`src/include/nes_loader_settings.svh`:
```
/*
 * NES cartridge loader constants
 * iNES header layout, page sizes, memory map and register width
 */
`ifndef NES_LOADER_SETTINGS_SVH
`define NES_LOADER_SETTINGS_SVH

// iNES header
`define NES_HDR_BYTES      16
`define NES_MAGIC_0        8'h4E  // "N"
`define NES_MAGIC_1        8'h45  // "E"
`define NES_MAGIC_2        8'h53  // "S"
`define NES_MAGIC_3        8'h1A  // MS-DOS EOF

// Page sizes as log2 of bytes
`define NES_PRG_PAGE_LOG2  14     // 16 KiB
`define NES_CHR_PAGE_LOG2  13     // 8 KiB

// Cartridge memory map
`define NES_ADDR_W         22
`define NES_PRG_BASE       22'h000000
`define NES_CHR_BASE       22'h200000

`define NES_CFG_ADR_W      2

`endif

```
`src/logic/nes_loader_pkg.sv`:
```
/*
 * NES loader types
 * Vector typedefs for bytes, addresses, counts and flags, plus the loader FSM states
 */
`include "nes_loader_settings.svh"

package nes_loader_pkg;

	typedef logic [7:0] byte_t;
	typedef logic [`NES_ADDR_W-1:0] mem_addr_t;

	// Large enough for 255 PRG pages of 16 KiB
	typedef logic [`NES_ADDR_W-1:0] byte_count_t;

	typedef logic [7:0] page_count_t;  // Header bytes 4 and 5
	typedef logic [2:0] size_code_t;   // log2 of page count, capped at 7

	// Decoded cartridge flags as handed to the NES core
	typedef logic [31:0] mapper_flags_t;

	typedef enum logic [2:0] {
		LOAD_HEADER,
		LOAD_PRG,
		LOAD_CHR,
		DONE,
		ERROR
	} loader_state_t;

endpackage

```
`src/logic/ines_header_decode.sv`:
```
/*
 * iNES header store and decoder
 * Keeps the 16 header bytes, checks the magic and trainer bit,
 * and builds the mapper flags word when the last byte arrives
 */
`timescale 1ns/1ps
`include "nes_loader_settings.svh"

module ines_header_decode (
	input  logic                          clk,
	input  logic                          reset_nes,
	input  logic                          clear,
	input  logic                          hdr_wr,
	input  logic [3:0]                    hdr_index,
	input  nes_loader_pkg::byte_t         hdr_byte,
	input  logic                          invert_mirroring,
	output logic                          hdr_valid,
	output nes_loader_pkg::page_count_t   prg_pages,
	output nes_loader_pkg::page_count_t   chr_pages,
	output nes_loader_pkg::mapper_flags_t mapper_flags
);

	localparam logic [3:0] HDR_LAST = 4'(`NES_HDR_BYTES - 1);

	nes_loader_pkg::byte_t hdr_mem [`NES_HDR_BYTES];
	nes_loader_pkg::byte_t hdr_view [`NES_HDR_BYTES];  // Store with the byte being written
	nes_loader_pkg::mapper_flags_t flags_next;
	nes_loader_pkg::mapper_flags_t flags_q;
	logic is_nes20;
	logic is_dirty;

	// Smallest c with pages <= 2^c, capped at 7
	function automatic nes_loader_pkg::size_code_t size_code(
		input nes_loader_pkg::page_count_t pages
	);
		nes_loader_pkg::size_code_t code;
		code = 3'd7;
		for (int c = 6; c >= 0; c--) begin
			if (pages <= (9'd1 << c))
				code = 3'(c);
		end
		return code;
	endfunction

	always_ff @(posedge clk) begin
		if (clear) begin
			for (int i = 0; i < `NES_HDR_BYTES; i++)
				hdr_mem[i] <= '0;
		end else if (hdr_wr) begin
			hdr_mem[hdr_index] <= hdr_byte;
		end
	end

	always_comb begin
		for (int i = 0; i < `NES_HDR_BYTES; i++)
			hdr_view[i] = (hdr_wr && hdr_index == 4'(i)) ? hdr_byte : hdr_mem[i];
	end

	// Bytes 0 to 6 are already stored by the time the 16th byte arrives
	assign hdr_valid = hdr_mem[0] == `NES_MAGIC_0 && hdr_mem[1] == `NES_MAGIC_1 &&
		hdr_mem[2] == `NES_MAGIC_2 && hdr_mem[3] == `NES_MAGIC_3 &&
		!hdr_mem[6][2];  // Trainers not supported
	assign prg_pages = hdr_mem[4];
	assign chr_pages = hdr_mem[5];

	////////////////////////////////////////////////////////////
	// Flags word

	assign is_nes20 = hdr_view[7][3:2] == 2'b10;
	// Old dumps often carry junk in the padding bytes
	assign is_dirty = !is_nes20 && (hdr_view[9][7:1] != 7'd0 ||
		|{hdr_view[10], hdr_view[11], hdr_view[12], hdr_view[13], hdr_view[14], hdr_view[15]});

	assign flags_next = {
		6'd0,
		hdr_view[6][1],                        // Battery
		is_nes20 ? hdr_view[8] : 8'h00,        // NES 2.0 mapper extension
		hdr_view[6][3],                        // Four-screen
		hdr_view[5] == 8'd0,                   // CHR RAM
		hdr_view[6][0],                        // Raw mirroring bit
		size_code(hdr_view[5]),
		size_code(hdr_view[4]),
		is_dirty ? 4'h0 : hdr_view[7][7:4],
		hdr_view[6][7:4]
	};

	always_ff @(posedge clk) begin
		if (reset_nes)
			flags_q <= '0;
		else if (hdr_wr && hdr_index == HDR_LAST)
			flags_q <= flags_next;
	end

	// Mirroring follows the invert setting live
	assign mapper_flags = {flags_q[31:15], flags_q[14] ^ invert_mirroring, flags_q[13:0]};

endmodule

```
`src/logic/loader_cfg_regs.sv`:
```
/*
 * Loader configuration registers
 * Wishbone classic slave with the invert-mirroring control, status and mapper flags
 */
`timescale 1ns/1ps
`include "nes_loader_settings.svh"

module loader_cfg_regs (
	input  logic                          clk,
	input  logic                          reset_nes,
	input  logic                          cfg_cyc,
	input  logic                          cfg_stb,
	input  logic                          cfg_we,
	input  logic [`NES_CFG_ADR_W-1:0]     cfg_adr,
	input  logic [31:0]                   cfg_dat_w,
	output logic [31:0]                   cfg_dat_r,
	output logic                          cfg_ack,
	input  logic                          busy,
	input  logic                          done,
	input  logic                          error,
	input  nes_loader_pkg::mapper_flags_t mapper_flags,
	output logic                          invert_mirroring
);

	localparam logic [`NES_CFG_ADR_W-1:0] ADR_CTRL   = 'd0;
	localparam logic [`NES_CFG_ADR_W-1:0] ADR_STATUS = 'd1;
	localparam logic [`NES_CFG_ADR_W-1:0] ADR_FLAGS  = 'd2;

	logic access;
	logic done_d;
	nes_loader_pkg::mapper_flags_t flags_q;

	// New access each time ack is low
	assign access = cfg_cyc && cfg_stb && !cfg_ack;

	always_ff @(posedge clk) begin
		if (reset_nes) begin
			cfg_ack          <= 1'b0;
			invert_mirroring <= 1'b0;
			done_d           <= 1'b0;
			flags_q          <= '0;
		end else begin
			cfg_ack <= access;
			done_d  <= done;
			if (access && cfg_we && cfg_adr == ADR_CTRL)
				invert_mirroring <= cfg_dat_w[0];  // Other addresses read only
			if (done && !done_d)
				flags_q <= mapper_flags;  // Snapshot at end of load
		end
	end

	always_ff @(posedge clk) begin
		if (access) begin
			case (cfg_adr)
				ADR_CTRL:   cfg_dat_r <= {31'd0, invert_mirroring};
				ADR_STATUS: cfg_dat_r <= {29'd0, busy, done, error};
				ADR_FLAGS:  cfg_dat_r <= flags_q;
				default:    cfg_dat_r <= '0;
			endcase
		end
	end

endmodule

```
`src/logic/mem_write_stager.sv`:
```
/*
 * Memory write stager
 * One-deep holding register that runs a Wishbone classic write per byte
 * and holds the host off with dl_wait until the ack
 */
`timescale 1ns/1ps

module mem_write_stager (
	input  logic                      clk,
	input  logic                      reset_nes,
	input  logic                      wr_req,
	input  nes_loader_pkg::mem_addr_t wr_addr,
	input  nes_loader_pkg::byte_t     wr_data,
	output logic                      dl_wait,
	output logic                      mem_cyc,
	output logic                      mem_stb,
	output logic                      mem_we,
	output nes_loader_pkg::mem_addr_t mem_adr,
	output nes_loader_pkg::byte_t     mem_dat_w,
	input  logic                      mem_ack
);

	logic pending;  // Write cycle open
	nes_loader_pkg::mem_addr_t adr_q;
	nes_loader_pkg::byte_t dat_q;

	always_ff @(posedge clk) begin
		if (reset_nes) begin
			pending <= 1'b0;
		end else begin
			if (pending && mem_ack)
				pending <= 1'b0;  // Cycle ends after the ack
			if (wr_req)
				pending <= 1'b1;
		end
	end

	// Payload only
	always_ff @(posedge clk) begin
		if (wr_req) begin
			adr_q <= wr_addr;
			dat_q <= wr_data;
		end
	end

	assign mem_cyc   = pending;
	assign mem_stb   = pending;
	assign mem_we    = pending;
	assign mem_adr   = adr_q;
	assign mem_dat_w = dat_q;
	assign dl_wait   = pending;  // Back-pressure to the host

	// Wishbone classic, request held steady until ack
	a_hold_until_ack: assert property (@(posedge clk) disable iff (reset_nes)
		mem_stb && !mem_ack |=> mem_cyc && mem_stb && $stable(mem_adr) && $stable(mem_dat_w))
		else $error("memory request changed before ack");

endmodule

```
`src/logic/nes_loader_top.sv`:
```
/*
 * NES cartridge loader top
 * Connects the header decoder, loader FSM, write stager and register block
 */
`timescale 1ns/1ps
`include "nes_loader_settings.svh"

module nes_loader_top (
	input  logic                      clk,
	input  logic                      reset_nes,
	// Host download port
	input  logic                      dl_active,
	input  logic                      dl_strobe,
	input  nes_loader_pkg::byte_t     dl_data,
	output logic                      dl_wait,
	// Cartridge memory, Wishbone master
	output logic                      mem_cyc,
	output logic                      mem_stb,
	output logic                      mem_we,
	output nes_loader_pkg::mem_addr_t mem_adr,
	output nes_loader_pkg::byte_t     mem_dat_w,
	input  logic                      mem_ack,
	// Configuration, Wishbone slave
	input  logic                      cfg_cyc,
	input  logic                      cfg_stb,
	input  logic                      cfg_we,
	input  logic [`NES_CFG_ADR_W-1:0] cfg_adr,
	input  logic [31:0]               cfg_dat_w,
	output logic [31:0]               cfg_dat_r,
	output logic                      cfg_ack,
	output logic                      done,
	output logic                      error
);

	logic hdr_wr;
	logic [3:0] hdr_index;
	logic hdr_valid;
	logic invert_mirroring;
	logic busy;
	logic wr_req;
	nes_loader_pkg::page_count_t prg_pages;
	nes_loader_pkg::page_count_t chr_pages;
	nes_loader_pkg::mapper_flags_t mapper_flags;
	nes_loader_pkg::mem_addr_t wr_addr;
	nes_loader_pkg::byte_t wr_data;

	ines_header_decode hdr0 (
		.clk(clk), .reset_nes(reset_nes),
		.clear(1'b0),  // Every download rewrites all 16 bytes
		.hdr_wr(hdr_wr), .hdr_index(hdr_index), .hdr_byte(dl_data),
		.invert_mirroring(invert_mirroring), .hdr_valid(hdr_valid),
		.prg_pages(prg_pages), .chr_pages(chr_pages), .mapper_flags(mapper_flags)
	);

	rom_loader loader0 (
		.clk(clk), .reset_nes(reset_nes),
		.dl_active(dl_active), .dl_strobe(dl_strobe), .dl_data(dl_data), .dl_wait(dl_wait),
		.hdr_wr(hdr_wr), .hdr_index(hdr_index), .hdr_valid(hdr_valid),
		.prg_pages(prg_pages), .chr_pages(chr_pages),
		.wr_req(wr_req), .wr_addr(wr_addr), .wr_data(wr_data),
		.busy(busy), .done(done), .error(error)
	);

	mem_write_stager stager0 (
		.clk(clk), .reset_nes(reset_nes),
		.wr_req(wr_req), .wr_addr(wr_addr), .wr_data(wr_data), .dl_wait(dl_wait),
		.mem_cyc(mem_cyc), .mem_stb(mem_stb), .mem_we(mem_we),
		.mem_adr(mem_adr), .mem_dat_w(mem_dat_w), .mem_ack(mem_ack)
	);

	loader_cfg_regs regs0 (
		.clk(clk), .reset_nes(reset_nes),
		.cfg_cyc(cfg_cyc), .cfg_stb(cfg_stb), .cfg_we(cfg_we), .cfg_adr(cfg_adr),
		.cfg_dat_w(cfg_dat_w), .cfg_dat_r(cfg_dat_r), .cfg_ack(cfg_ack),
		.busy(busy), .done(done), .error(error), .mapper_flags(mapper_flags),
		.invert_mirroring(invert_mirroring)
	);

endmodule

```
`src/logic/rom_loader.sv`:
```
/*
 * ROM loader FSM
 * Counts the header bytes, then turns PRG and CHR bytes into memory write requests
 */
`timescale 1ns/1ps
`include "nes_loader_settings.svh"

module rom_loader (
	input  logic                        clk,
	input  logic                        reset_nes,
	input  logic                        dl_active,
	input  logic                        dl_strobe,
	input  nes_loader_pkg::byte_t       dl_data,
	input  logic                        dl_wait,
	output logic                        hdr_wr,
	output logic [3:0]                  hdr_index,
	input  logic                        hdr_valid,
	input  nes_loader_pkg::page_count_t prg_pages,
	input  nes_loader_pkg::page_count_t chr_pages,
	output logic                        wr_req,
	output nes_loader_pkg::mem_addr_t   wr_addr,
	output nes_loader_pkg::byte_t       wr_data,
	output logic                        busy,
	output logic                        done,
	output logic                        error
);

	localparam logic [3:0] HDR_LAST = 4'(`NES_HDR_BYTES - 1);

	nes_loader_pkg::loader_state_t state;
	nes_loader_pkg::loader_state_t after_prg;  // CHR phase or straight to DONE
	nes_loader_pkg::byte_count_t bytes_left;
	nes_loader_pkg::byte_count_t prg_bytes;
	nes_loader_pkg::byte_count_t chr_bytes;
	logic [3:0] hdr_ctr;
	logic dl_active_d;
	logic restart;
	logic byte_in;
	logic in_payload;

	assign restart = dl_active && !dl_active_d;
	assign byte_in = dl_strobe && dl_active;
	assign in_payload = state == nes_loader_pkg::LOAD_PRG || state == nes_loader_pkg::LOAD_CHR;

	assign prg_bytes = nes_loader_pkg::byte_count_t'(prg_pages) << `NES_PRG_PAGE_LOG2;
	assign chr_bytes = nes_loader_pkg::byte_count_t'(chr_pages) << `NES_CHR_PAGE_LOG2;
	assign after_prg = (chr_pages != 8'd0) ? nes_loader_pkg::LOAD_CHR : nes_loader_pkg::DONE;

	// A strobe in the restart cycle is header byte 0
	assign hdr_wr    = byte_in && (restart || state == nes_loader_pkg::LOAD_HEADER);
	assign hdr_index = restart ? 4'd0 : hdr_ctr;

	assign wr_req  = byte_in && !restart && in_payload;
	assign wr_data = dl_data;

	always_ff @(posedge clk) begin
		if (reset_nes) begin
			state       <= nes_loader_pkg::LOAD_HEADER;
			hdr_ctr     <= 4'd0;
			bytes_left  <= '0;
			wr_addr     <= '0;
			dl_active_d <= 1'b0;
		end else begin
			dl_active_d <= dl_active;
			if (restart) begin
				state   <= nes_loader_pkg::LOAD_HEADER;
				hdr_ctr <= byte_in ? 4'd1 : 4'd0;
			end else begin
				case (state)
					nes_loader_pkg::LOAD_HEADER: begin
						if (byte_in) begin
							hdr_ctr <= hdr_ctr + 4'd1;  // Wraps to 0 after the last byte
							if (hdr_ctr == HDR_LAST) begin
								if (!hdr_valid) begin
									state <= nes_loader_pkg::ERROR;
								end else if (prg_pages != 8'd0) begin
									state      <= nes_loader_pkg::LOAD_PRG;
									bytes_left <= prg_bytes;
									wr_addr    <= `NES_PRG_BASE;
								end else begin
									state      <= after_prg;  // Empty PRG phase skipped
									bytes_left <= chr_bytes;
									wr_addr    <= `NES_CHR_BASE;
								end
							end
						end
					end
					nes_loader_pkg::LOAD_PRG: begin
						if (byte_in) begin
							if (bytes_left == 22'd1) begin
								state      <= after_prg;
								bytes_left <= chr_bytes;
								wr_addr    <= `NES_CHR_BASE;
							end else begin
								bytes_left <= bytes_left - 22'd1;
								wr_addr    <= wr_addr + 22'd1;
							end
						end
					end
					nes_loader_pkg::LOAD_CHR: begin
						if (byte_in) begin
							if (bytes_left == 22'd1) begin
								state <= nes_loader_pkg::DONE;
							end else begin
								bytes_left <= bytes_left - 22'd1;
								wr_addr    <= wr_addr + 22'd1;
							end
						end
					end
					default: ;  // DONE and ERROR hold until the next restart
				endcase
			end
		end
	end

	// done waits for the last write to be acknowledged
	assign done  = (state == nes_loader_pkg::DONE && !dl_wait) || state == nes_loader_pkg::ERROR;
	assign error = state == nes_loader_pkg::ERROR;
	assign busy  = in_payload || (state == nes_loader_pkg::DONE && dl_wait);

	// Host side of the handshake, dl_wait comes from the write stager
	a_no_strobe_in_wait: assert property (@(posedge clk) disable iff (reset_nes)
		dl_wait |-> !dl_strobe)
		else $error("download strobe while dl_wait is high");

endmodule

```
`config.mk`:
```
export PLATFORM = sky130hd
export DESIGN_NAME = nes_loader_top
export DESIGN_NICKNAME = d
export VERILOG_FILES = /design/src/logic/nes_loader_pkg.sv /design/src/logic/ines_header_decode.sv /design/src/logic/loader_cfg_regs.sv /design/src/logic/mem_write_stager.sv /design/src/logic/nes_loader_top.sv /design/src/logic/rom_loader.sv
export VERILOG_INCLUDE_DIRS = /design/src /design/src/include
export SDC_FILE = /design/constraint.sdc
export NUM_CORES = 1
export LEC_CHECK = 0
export ABC_AREA = 1
export BUFFER_PORTS_ARGS = -buffer_cell sky130_fd_sc_hd__buf_4
export CAP_MARGIN = 20
export CORE_MARGIN = 5
export CORE_UTILIZATION = 63
export CTS_CLUSTER_DIAMETER = 80
export DETAILED_ROUTE_END_ITERATION = 6
export PLACE_DENSITY = 0.82
export SYNTH_ARGS = -nofsm -noshare
export SYNTH_HDL_FRONTEND = slang
export SYNTH_SLANG_ARGS = --single-unit
```
`constraint.sdc`:
```
create_clock -name clk -period 7.4 [get_ports clk]
set_input_delay 1.11 -clock clk [delete_from_list [all_inputs] [get_ports clk]]
set_output_delay 1.11 -clock clk [all_outputs]
set_load 0.02 [all_outputs]
```
* Yosys cells after proc, flatten, opt, wreduce, memory -nomap -nowiden
Memory sizes are Yosys's and may differ from the RTL's.
Cells that the tools add are included.
W data, S select, Z words.
** Word-level totals
- Register bits after elaboration :: 170
- Bits in writable memories :: 128
- Bits of input ports :: 50
- Output and inout bits :: 69
- Word-level logic and storage cells :: 190
- Memories :: 1
** Memories
- hdr0.hdr_mem :: depth 16, bits a word 8, rd ports 16, clocked after Yosys merged registers in 0, wr ports 1, line ines_header_decode.sv:25 : nes_loader_pkg::byte_t hdr_mem [`NES_HDR_BYTES];
** Operators by class
- $add $sub $neg :: 3
- Order comparisons :: 14
- Eq/ne operators :: 33
- Muxes and demuxes :: 66
- Bitwise gates (word level) :: 2
- Reduce and logical (&&, ||, !) cells :: 57
** Operators with widths (number)
- $mux W22 :: 16
- $pmux W22 S3 :: 2
- $mux W8 :: 13
- $pmux W26 S3 :: 1
- $mux W3 :: 16
- $reduce_or A48 Y1 :: 1
- $eq A4 B4 Y1 const B :: 9
- $logic_and A1 B1 Y1 :: 30
- $eq A8 B7 Y1 const B :: 3
- $add A22 B1 Y22 const B :: 1
- $eq A22 B1 Y1 const B :: 1
- $sub A22 B1 Y22 const B :: 1
- $mux W4 :: 5
- $eq A4 B3 Y1 const B :: 4
- $le A8 B1 Y1 const B :: 2
- $le A8 B2 Y1 const B :: 2
- $le A8 B3 Y1 const B :: 2
- $le A8 B4 Y1 const B :: 2
- $le A8 B5 Y1 const B :: 2
- $le A8 B6 Y1 const B :: 2
- $le A8 B7 Y1 const B :: 2
- $reduce_bool A8 Y1 :: 2
- $pmux W3 S3 :: 1
- $eq A8 B5 Y1 const B :: 1
- 24 further kinds :: 54

* Depth between registers and ports, before layout
Gate-level depths: netlist of the first run.
- Depth in word-level cells :: 14
- Mapped depth :: 20
- Mapped depth without buffers :: 19

* Cells and area by module
A second synthesis of the first run with hierarchy kept.
** Unflattened totals
- Cells, all modules :: 1567
- Area, all modules :: 13775.7 um2
** Modules (own cells, without submodules)
- ines_header_decode :: times used 1, cells each 706, area each 6861.6 um2, seq. area each 4274.1 um2
- rom_loader :: times used 1, cells each 588, area each 3509.6 um2, seq. area each 1041.0 um2
- loader_cfg_regs :: times used 1, cells each 234, area each 2437.3 um2, seq. area each 1661.6 um2
- mem_write_stager :: times used 1, cells each 38, area each 963.4 um2, seq. area each 920.9 um2
- nes_loader_top :: times used 1, cells each 1, area each 3.8 um2, seq. area each 0.0 um2

* Least setup slack after synthesis of the first run
No wires, ideal clock.
- Path type :: input -> register
- From :: input port dl_strobe
- To :: register stager0.adr_q[0], in the netlist stager0.mem_adr[0] (enable)
- Setup time :: 0.457 ns
- Arrival time :: 3.339 ns
- Required time :: 6.943 ns
- Slack :: 3.604 ns
- Stages on the path :: 2
- Path buffers :: 0
- Cell sequence :: nand2_1 nor3_1
** Between the ends
- Longest elaborated chain between the ends :: 3
** RTL lines
- from (decl) :: line nes_loader_top.sv:13 : input logic dl_strobe,
- $logic_and A1 B1 Y1 :: line rom_loader.sv:42 : assign byte_in = dl_strobe && dl_active;
- $logic_and A1 B1 Y1 (2 in series) :: line rom_loader.sv:53 : assign wr_req = byte_in && !restart && in_payload;
- via loader0.wr_req :: line rom_loader.sv:20 : output logic wr_req,
- to (signal assigned) :: line mem_write_stager.sv:41 : adr_q <= wr_addr;
- to (decl) :: line mem_write_stager.sv:24 : nes_loader_pkg::mem_addr_t adr_q;
The timed path passes the listed nets, and every way through them passes these cells.
A chain may end at the register's enable or synchronous reset.

* Worst setup path after layout of the first run
- From :: input port dl_active
- To :: register hdr0.flags_q[5]
** Between the ends
- Longest elaborated chain between the ends :: 9
- Elaborated cells between the ends (all ways) :: 36
- Those cells by class :: 9 x eq/ne; 10 x mux; 17 x reduce/logical
** RTL lines
- from (decl) :: line nes_loader_top.sv:12 : input logic dl_active,
- $logic_and A1 B1 Y1 :: line rom_loader.sv:41 : assign restart = dl_active && !dl_active_d;
- $mux W4 / $logic_or A1 B1 Y1 (equally long branches) :: line rom_loader.sv:51, rom_loader.sv:50
- $eq A4 B4 Y1, or another cell as far along :: line ines_header_decode.sv:56, ines_header_decode.sv:90
- $logic_and A1 B1 Y1, on equally long branches :: line ines_header_decode.sv:56, ines_header_decode.sv:90
- $mux W8 :: line ines_header_decode.sv:56 : hdr_view[i] = (hdr_wr && hdr_index == 4'(i)) ? hdr_byte : hdr_mem[i];
- $reduce_or A48 Y1, or another cell as far along :: line ines_header_decode.sv:72 : |{hdr_view[10], hdr_view[11], hdr_view[12], hdr_view[13], hdr_view[14], hdr_view[15]});
- $logic_or A1 B1 Y1 / $logic_not A1 Y1 (equally long branches) :: line ines_header_decode.sv:71 : assign is_dirty = !is_nes20 && (hdr_view[9][7:1] != 7'd0 ||
- $logic_and A1 B1 Y1 :: line ines_header_decode.sv:71
- $mux W4 :: line ines_header_decode.sv:83 : is_dirty ? 4'h0 : hdr_view[7][7:4],
- to (signal assigned) :: line ines_header_decode.sv:91 : flags_q <= flags_next;
- to (decl) :: line ines_header_decode.sv:28 : nes_loader_pkg::mapper_flags_t flags_q;
Several ways; a longest one is shown, not always the timed one.

==> reports/results.tsv, run 1 <==
metric	value	unit
ys_seq_area_frac	0.6282	
synth_top_area_frac	0.4495	
ys_top_cells_by_count	nand2_1 (191), edfxtp_1 (181), inv_1 (143)	
relSlewSlack	0.2983	
seqCellArea	7597	um^2
nNetsFinal	1355	
layout_setup_ws	4095	ps
drt_pre_antenna_iters	5	
yosys-top-cells-area	edfxtp_1 (45%), dfxtp_1 (18%), nand2_1 (5.9%), inv_1 (4.4%), a21oi_1 (3.9%)	
swShare	0.2029	
synth-edff-count	181	
crit_path_end	hdr0.flags_q[5]$_SDFFE_PP0P_	
post_cts_resized	0	
timing.critical_path.depth	13	
yosysWarnings	0	
syn_inst	1216	
min_period	3305	ps
r2r_end	hdr0.flags_q[5]$_SDFFE_PP0P_	
clockBufferDepth	3	
grt_use_met1	0.3171	
grt_pass1_wl	40.35	mm
clock_power_share	0.433	
finalClockSkew	13.50	ps
max_stage_delay	850	ps
cts_hold_buf	0	
dp.cells	1529	
start_util	0.6422	
clkTransAtPathRegs	60	ps
root_buffer	clkbuf_16	
p_sw	648.6	uW
rsz0062_at_grt	false	
cts_tree	built	
cts_sinks	289	
drtIter0Drc	558	
final-max-slew-violation-count	0	
hold_path_class	register to register	
cp_common_cell	nand2_1	
hold_slack	455.9	ps
tns	0	ps
detailed_place.area	12890	um^2
worstSetupStartpoint	dl_active	
multi_input_area	3722	um^2
core	18830	um^2
timing.rr.start	loader0.state[0]$_SDFFE_PP0P_	
grt-busiest-layer	met2	
reg2reg_depth	11	
start_kind	input port	
cpLargestDelayFamily	simple AND/OR/NAND/NOR gates	
clock_latency	540	ps
place_congestion	0.8952	
seqPwrFrac	0.539	
fp-row-count	50	
antenna_cells	0	
async_flop_share	0	
antenna_found_initial	0	
tightest_slew	1044	ps
syn2layout_area_growth	14.26	%
path_class	input port to register	
p_leak	5.240	nW
vias	8688	
p_comb_frac	0.028	
synth_area_per_cell	9.945	um^2
die_area	22070	um^2
internal_power	2.548	mW
yosys_register_bits	289	
drv_cap	0	
drive_gt1_frac	0.1344	
dp_hpwl	15.89	mm
cp.required	7870	ps
synth_flop_cell	edfxtp_1	
ys_types	53	
crit_chain	buf_4, nand2_1, inv_2, nand3_4, nand2_4, nand4_2, nor3_1, a21oi_1, a211oi_1, nand3_1, nand2_1, nand2_1, a21oi_1	
cp_max_fo	19	
fin_crit_sh	0.4466	
die_w	148.5	um
fin_util	0.7338	
syn_area	12090	um^2
fmax	0.3026	GHz
endpoint_kind	register	
critPathArrivalTime	3780	ps
use_met3	0.03352	
final_cells	1584	
grt_start_max_net_pins	55	
numCtsBuffers	29	
viasPerCell	5.485	
antenna_left	0	
port_buffers	81	
setup_viol	0	
drcViolationCount	0	
met2_usage	0.3646	
p_per_area	231.3	nW/um^2
yosysMostFrequentCell	nand2_1	
status	completed	
finalWirelength	24.40	mm
overflow	0	
finalHoldViolations	0	
worst-r2r-setup-slack	4420	ps
cts_setup_buffers	0	
total_power	3.196	mW
wire_per_inst	15.41	um
fp.dieH	148.5	um
grt_pass1_vias	8092	
pre_cts_slack	3623	ps
fill_cells	1329	
track_usage	0.2236	
ctsHtreeMaxLevel	1	
path_buf_inv	2	
cpMaxStageDelayCell	nor3_1	
stdcell_area	13820	um^2
synth_top_cell_by_area	edfxtp_1	
io_pins	119	
ir_drop	211.8	uV
-- layout make-up --
class / count / area share
clock buffers: 46 / 0.06303
flip-flops and latches: 289 / 0.5499
multi-input cells: 738 / 0.2694
well taps: 260 / 0.02354
clock inverters: 8 / 0.003713
repair buffers: 90 / 0.04890
inverters: 153 / 0.04156
-- worst min-delay path: cells and delay by family, from the launching register on --
kind | cells | cell delay, ps
AOI/OAI and AO/OA | 1 | 60
DFF | 1 | 290
buffers and inverters | 1 | 60
-- worst min-delay path by stage --
stage,startpoint,end,slack [ps],cells past startpoint
finish,regs0.flags_q[7]$_SDFFE_PP0P_,regs0.flags_q[7]$_SDFFE_PP0P_,460,2
global route,loader0.bytes_left[2]$_SDFFE_PP0P_,loader0.bytes_left[2]$_SDFFE_PP0P_,470,1
floorplan,loader0.bytes_left[2]$_SDFFE_PP0P_,loader0.bytes_left[2]$_SDFFE_PP0P_,410,1
global placement,loader0.bytes_left[2]$_SDFFE_PP0P_,loader0.bytes_left[2]$_SDFFE_PP0P_,420,1
CTS,loader0.bytes_left[2]$_SDFFE_PP0P_,loader0.bytes_left[2]$_SDFFE_PP0P_,450,1
detailed placement,loader0.bytes_left[2]$_SDFFE_PP0P_,loader0.bytes_left[2]$_SDFFE_PP0P_,430,1
-- power by group through the flow --
stage	combinational (mW)	sequential [mW]	clock, mW
floorplan	0.0424	1.76	0
global placement	0.0865	1.76	0
detailed placement	0.0881	1.76	0
CTS	0.0886	1.72	1.41
global route	0.0966	1.72	1.49
finish	0.0891	1.72	1.38
-- state kept, by name, summed over array words and instances, names as in the netlist --
signal and flops:
stager0.mem_adr 22, regs0.done_d 1, loader0.wr_addr 22, stager0.dl_wait 1
loader0.bytes_left 22, stager0.mem_dat_w 8, hdr0.flags_q 26, loader0.hdr_ctr 4
regs0.invert_mirroring 1, regs0.cfg_ack 1, hdr0.hdr_mem 125, regs0.cfg_dat_r 26
loader0.state 3, loader0.dl_active_d 1, regs0.flags_q 26
-- kinds of logic after synthesis --
group,Yosys count,share of synthesized area
XOR/XNOR,11,0.007968
adder cells (fa/ha/maj),4,0.004139
AO/OA/AOI/OAI,231,0.1048
flip-flops,289,0.6282
other,1,0.0003101
buffers and inverters,194,0.06611
AND/OR/NAND/NOR,486,0.1884
-- layout by cell type, fill, tap and decap left out, types with 3 or more instances in the layout --
| cell | count |
|---|---|
| a211oi_1 | 6 |
| inv_1 | 143 |
| dfxtp_1 | 108 |
| nor2_1 | 117 |
| o21ai_0 | 94 |
| o21ai_1 | 4 |
| edfxtp_1 | 181 |
| nand2_4 | 6 |
| clkbuf_8 | 6 |
| conb_1 | 6 |
| nor2_4 | 3 |
| nor3_2 | 3 |
| ha_1 | 4 |
| xor2_1 | 9 |
| nor3_1 | 38 |
| nand2_1 | 191 |
| o21bai_1 | 3 |
| nor4_1 | 25 |
| a21oi_1 | 95 |
| nand2_2 | 4 |
| nor2_2 | 6 |
| a22oi_1 | 4 |
| clkbuf_1 | 10 |
| inv_2 | 9 |
| nand4_1 | 21 |
| buf_4 | 89 |
| clkbuf_16 | 30 |
| nand3b_1 | 7 |
| a31oi_1 | 8 |
| nand3_1 | 54 |
| clkinv_2 | 4 |
-- routing by layer --
metal  part of all wire  routed length, um  vias up
li1                   -                  -     4339
met1               0.45              11030     4036
met2               0.46              11280      270
met3              0.066               1608       43
met4              0.020                484        0
met5                  0                  0        -
Power figures use the tool's default switching activity.
==> run 2, diff against run 1 <==
CORE_UTILIZATION = 53   (was 63)
PLACE_DENSITY = 0.74   (was 0.82)
clock period = 3 ns   (was 7.4 ns; I/O delays follow)
==> reports/results.tsv, run 2 (synthesis results as in run 1) <==
metric	value	unit
p_per_area	571.9	nW/um^2
grt_pass1_wl	40.82	mm
antenna_left	0	
place_congestion	0.8853	
largest_register_ffs	125	
endpoint_kind	register	
fp-row-count	55	
ctsHtreeMaxLevel	1	
nNetsFinal	1368	
final_common_cell	nand2_1	
cts_hold_buf	0	
fin_crit_sh	0.8642	
start_kind	register	
vias	8720	
syn2layout_area_growth	15.77	%
viasPerCell	5.379	
post_cts_resized	0	
drive_gt1_frac	0.1497	
clock_latency	540	ps
io_pins	119	
tightest_slew	807.4	ps
tns	0	ps
path_class	register to register	
core	22570	um^2
cts_sinks	289	
grt_start_max_net_pins	46	
cp_max_fo	14	
drtIter0Drc	667	
clkTransAtPathRegs	60	ps
antenna_cells	0	
finalHoldViolations	0	
clockBufferDepth	3	
cts_setup_buffers	0	
final-max-slew-violation-count	0	
die_w	161.1	um
status	completed	
grt_pass1_vias	8312	
setup_viol	0	
drv_cap	0	
ir_drop	499.8	uV
antenna_found_initial	0	
numCtsBuffers	29	
relSlewSlack	0.4617	
wire_per_inst	15.15	um
hold_path_class	input port to register	
rsz0062_at_grt	false	
final_cell_mix	nand2_1 (191), edfxtp_1 (181), inv_1 (143)	
p_leak	5.353	nW
port_buffers	81	
hold_slack	162.9	ps
track_usage	0.1889	
fp.dieH	161.1	um
drt_pre_antenna_iters	5	
cp.required	3460	ps
overflow	0	
fmax	0.3857	GHz
layout_setup_ws	407.3	ps
drcViolationCount	0	
cts_tree	built	
die_area	25940	um^2
critPathArrivalTime	3060	ps
min_period	2593	ps
start_util	0.5358	
regMostFlops	hdr0.hdr_mem	
finalClockSkew	9.572	ps
pre_cts_slack	450.0	ps
root_buffer	clkbuf_16	
finalWirelength	24.56	mm
dp_hpwl	16.64	mm
fin_util	0.6202	
-- run 2: cell count changes in the layout (fill, tap and decap cells not counted), sizes merged --
cell / previous run / this run
clkinv: 6 / 13
clkinvlp: 1 / 3
buf: 89 / 103
bufinv: 0 / 2
clkbuf: 47 / 35
inv: 154 / 153
-- run 2: stage by stage --
stage                     instance area (um^2)  instances  power, mW
after detailed placement                 13020       1567      4.561
after CTS                                13970       1620      8.077
final                                    14000       1621      8.007
after floorplan                          12120       1221      4.457
after global routing                     14000       1621      8.285
after global placement                   13020       1567      4.556
-- run 2: metal layers --
layer  GRT usage  vias up  wire [um]
met5           0        -          0
met4     0.04420        0        430
met3     0.02909       47       1656
met2      0.3170      237      11560
met1      0.2622     4075      10920
li1            -     4361          -
-- run 2: cell type report --
cell class,count,area [um^2]
multi-input combinational,738,3729
fill,1860,8572
tap,285,356.6
clock buffer,35,800.8
sequential,289,7597
timing repair buffer,103,793.3
inverter,153,574.3
clock inverter,18,148.9
-- run 2: worst max-delay path: stages (launching register included) --
cell	delay, ps
dfxtp_1	370
nor3_1	450
o21ai_0	290
o211ai_1	190
nor3_1	80
nand2_1	240
buf_4	290
o21ai_4	70
inv_2	220
o21ai_0	160
a21boi_0	160
-- run 2: power breakdown --
part | total [mW] | internal [mW] | leakage (nW) | switching, mW
combinational | 0.223 | 0.0559 | 2.36 | 0.167
clock | 3.53 | 2.07 | 0.477 | 1.46
sequential | 4.25 | 4.24 | 2.51 | 0.0106
-- run 2: path summary, 6_finish.rpt --
check	startpoint	endpoint	slack [ps]	depth (start not counted)
max reg2reg	loader0.state[0]$_SDFFE_PP0P_	loader0.wr_addr[8]$_SDFFE_PP0P_	410	10
min	dl_active	loader0.dl_active_d$_SDFF_PP0_	160	3
max	loader0.state[0]$_SDFFE_PP0P_	loader0.wr_addr[8]$_SDFFE_PP0P_	410	10
min reg2reg	regs0.flags_q[5]$_SDFFE_PP0P_	regs0.flags_q[5]$_SDFFE_PP0P_	450	2
==> run 3, diff against run 2 <==
CORE_UTILIZATION = 65   (was 53)
PLACE_DENSITY = 0.84   (was 0.74)
SYNTH_HIERARCHICAL = 1   (was not set)
clock period = 3.03 ns   (was 3 ns; I/O delays follow)
==> reports/results.tsv, run 3 <==
metric	value	unit
status	completed	
numCtsBuffers	30	
drtIter0Drc	874	
io_pins	119	
clock_power_share	0.424	
vias	10620	
cts_hold_buf	0	
core	20960	um^2
place_congestion	0.8933	
min_period	2615	ps
internal_power	6.538	mW
grt_pass1_vias	10220	
synth_top_area_frac	0.4076	
die_area	24210	um^2
finalClockSkew	9.732	ps
tightest_slew	958.1	ps
p_comb_frac	0.043	
fp-row-count	53	
dp_hpwl	20.36	mm
grt_start_max_net_pins	56	
synth-edff-count	187	
largest_register_ffs	125	
timing.rr.start	loader0/state[0]$_SDFFE_PP0P_	
yosysWarnings	6	
drv_cap	0	
worstSetupStartpoint	loader0/state[0]$_SDFFE_PP0P_	
tns	0	ps
synth_area_per_cell	8.791	um^2
clockBufferDepth	3	
regMostFlops	hdr0/hdr_mem	
min_to	stager0/mem_dat_w[6]$_DFFE_PP_	
cpMaxStageDelayCell	dfxtp_1	
p_per_area	540.1	nW/um^2
cts_tree	built	
syn_area	13780	um^2
yosysMostFrequentCell	nand2_1	
ys_types	49	
p_sw	1.795	mW
path_class	register to register	
die_w	155.6	um
fp.dieH	155.6	um
endpoint_kind	register	
seqPwrFrac	0.533	
track_usage	0.2475	
critPathArrivalTime	3030	ps
ys_top_cells_by_count	nand2_1 (328), nor2_1 (297), edfxtp_1 (187)	
relSlewSlack	0.3590	
clock_latency	550	ps
cp_common_cell	nand2_1	
wire_per_inst	15.72	um
clkTransAtPathRegs	60	ps
drive_gt1_frac	0.1445	
cp.required	3440	ps
fin_crit_sh	0.8630	
cts_setup_buffers	0	
syn_inst	1567	
syn2layout_area_growth	12.00	%
finalHoldViolations	0	
final_common_cell	nand2_1	
detailed_place.area	14480	um^2
ctsHtreeMaxLevel	1	
ir_drop	463.9	uV
swShare	0.2154	
min_from	dl_data[6]	
crit_chain	nor2_1, nand2_1, a21oi_1, buf_4, nand3_4, nor2_4, nand2_1, nand2_1, nand3_2, nor2_2, nor4b_2, inv_1, nand3_1, a21oi_1	
fmax	0.3824	GHz
setup_viol	0	
synth_top_cell_by_area	edfxtp_1	
overflow	0	
hold_path_class	input port to register	
final_cell_mix	nand2_1 (328), nor2_1 (296), edfxtp_1 (187)	
start_util	0.6574	
viasPerCell	5.483	
antenna_cells	0	
nNetsFinal	1691	
yosys_register_bits	301	
max_stage_delay	350	ps
stdcell_area	15430	um^2
antenna_found_initial	0	
worst-r2r-setup-slack	420	ps
root_buffer	clkbuf_16	
cp_max_fo	8	
final-max-slew-violation-count	0	
top_regs	hdr0/hdr_mem x125, regs0/cfg_dat_r x32, regs0/flags_q x32	
cts_sinks	301	
worstHoldPathCells	1	
yosys-top-cells-area	edfxtp_1 (41%), dfxtp_1 (17%), nand2_1 (8.9%), nor2_1 (8.1%), inv_1 (4.3%)	
post_cts_resized	0	
finalWirelength	30.44	mm
ys_seq_area_frac	0.5733	
synth_flop_cell	edfxtp_1	
grt_pass1_wl	48.99	mm
r2r_end	hdr0/flags_q[9]$_SDFFE_PP0P_	
async_flop_share	0	
start_kind	register	
rsz0062_at_grt	false	
reg2reg_depth	14	
drt_pre_antenna_iters	5	
drcViolationCount	0	
p_leak	6.379	nW
antenna_left	0	
port_buffers	87	
## run 3: cell count changes after synthesis, moves of 7 or more
cell / delta
a31oi_1: -7
a21oi_1: -12
nor2_2: +13
nor3_1: -20
nand2_1: +137
inv_1: +14
buf_4: +32
o21ai_1: +36
o21ai_0: -55
buf_2: +10
nand2_2: +10
nor2_1: +179
## run 3: layout make-up
| type | instances | area, um^2 |
|---|---|---|
| Clock buffer | 43 | 843.3 |
| Inverter | 173 | 649.4 |
| Multi-Input combinational cell | 1015 | 4713 |
| Fill cell | 1506 | 5527 |
| Sequential cell | 301 | 7898 |
| Clock inverter | 13 | 110.1 |
| Timing Repair Buffer | 116 | 870.8 |
| Tap cell | 275 | 344.1 |
## run 3: kinds of logic after synthesis
logic type,synth area share
adders and majority gates,0.003633
and+or+nand+nor,0.2543
xor gates and xnor gates,0.005086
AOI/OAI and AO/OA,0.07457
DFF,0.5733
buffers and inverters,0.08856
other,0.0005452
## run 3: stage by stage
step                      std cells  setup WS [ps]  power [mW]  hold slack, ps  utilization
final                          1936          415.1       8.333           88.14       0.7363
after global routing           1936          88.02       8.609           70.99       0.7363
after CTS                      1936          440.7       8.391           70.66       0.7363
after detailed placement       1880          359.1       4.877           444.0       0.6908
after floorplan                1578          315.0       4.748           430.0            -
after global placement         1880          454.7       4.862           439.6       0.6908
## run 3: how the worst max path moves through the flow
stage	endpoint	slack (ps)	cells past startpoint
after global routing	hdr0/flags_q[9]$_SDFFE_PP0P_	90	14
after global placement	hdr0/flags_q[8]$_SDFFE_PP0P_	450	17
after floorplan	hdr0/hdr_mem[0][0]$_SDFFCE_PN0P_	310	7
after CTS	hdr0/flags_q[6]$_SDFFE_PP0P_	440	13
after detailed placement	hdr0/flags_q[9]$_SDFFE_PP0P_	360	14
final	hdr0/flags_q[9]$_SDFFE_PP0P_	420	14
## run 3: power by group through the flow
| stage | sequential [mW] | clock [mW] | combinational [mW] |
|---|---|---|---|
| after floorplan | 4.54 | 0 | 0.208 |
| final | 4.44 | 3.53 | 0.355 |
| after detailed placement | 4.53 | 0 | 0.346 |
| after global routing | 4.45 | 3.77 | 0.387 |
| after global placement | 4.52 | 0 | 0.337 |
| after CTS | 4.44 | 3.60 | 0.350 |
## run 3: metal layers
layer / track usage / up-vias / part of all wire
li1: - / 5208 / -
met1: 0.3248 / 4906 / 0.40
met2: 0.4245 / 436 / 0.49
met3: 0.03773 / 66 / 0.085
met4: 0.08378 / 0 / 0.026
met5: 0 / - / 0
## run 3: worst max-delay path, delay by kind of cell (launching register included)
kind / cells / cell delay [ps]
AO/OA/AOI/OAI: 2 / 220
buffers and inverters: 2 / 300
flip-flops: 1 / 350
AND/OR/NAND/NOR: 10 / 1610
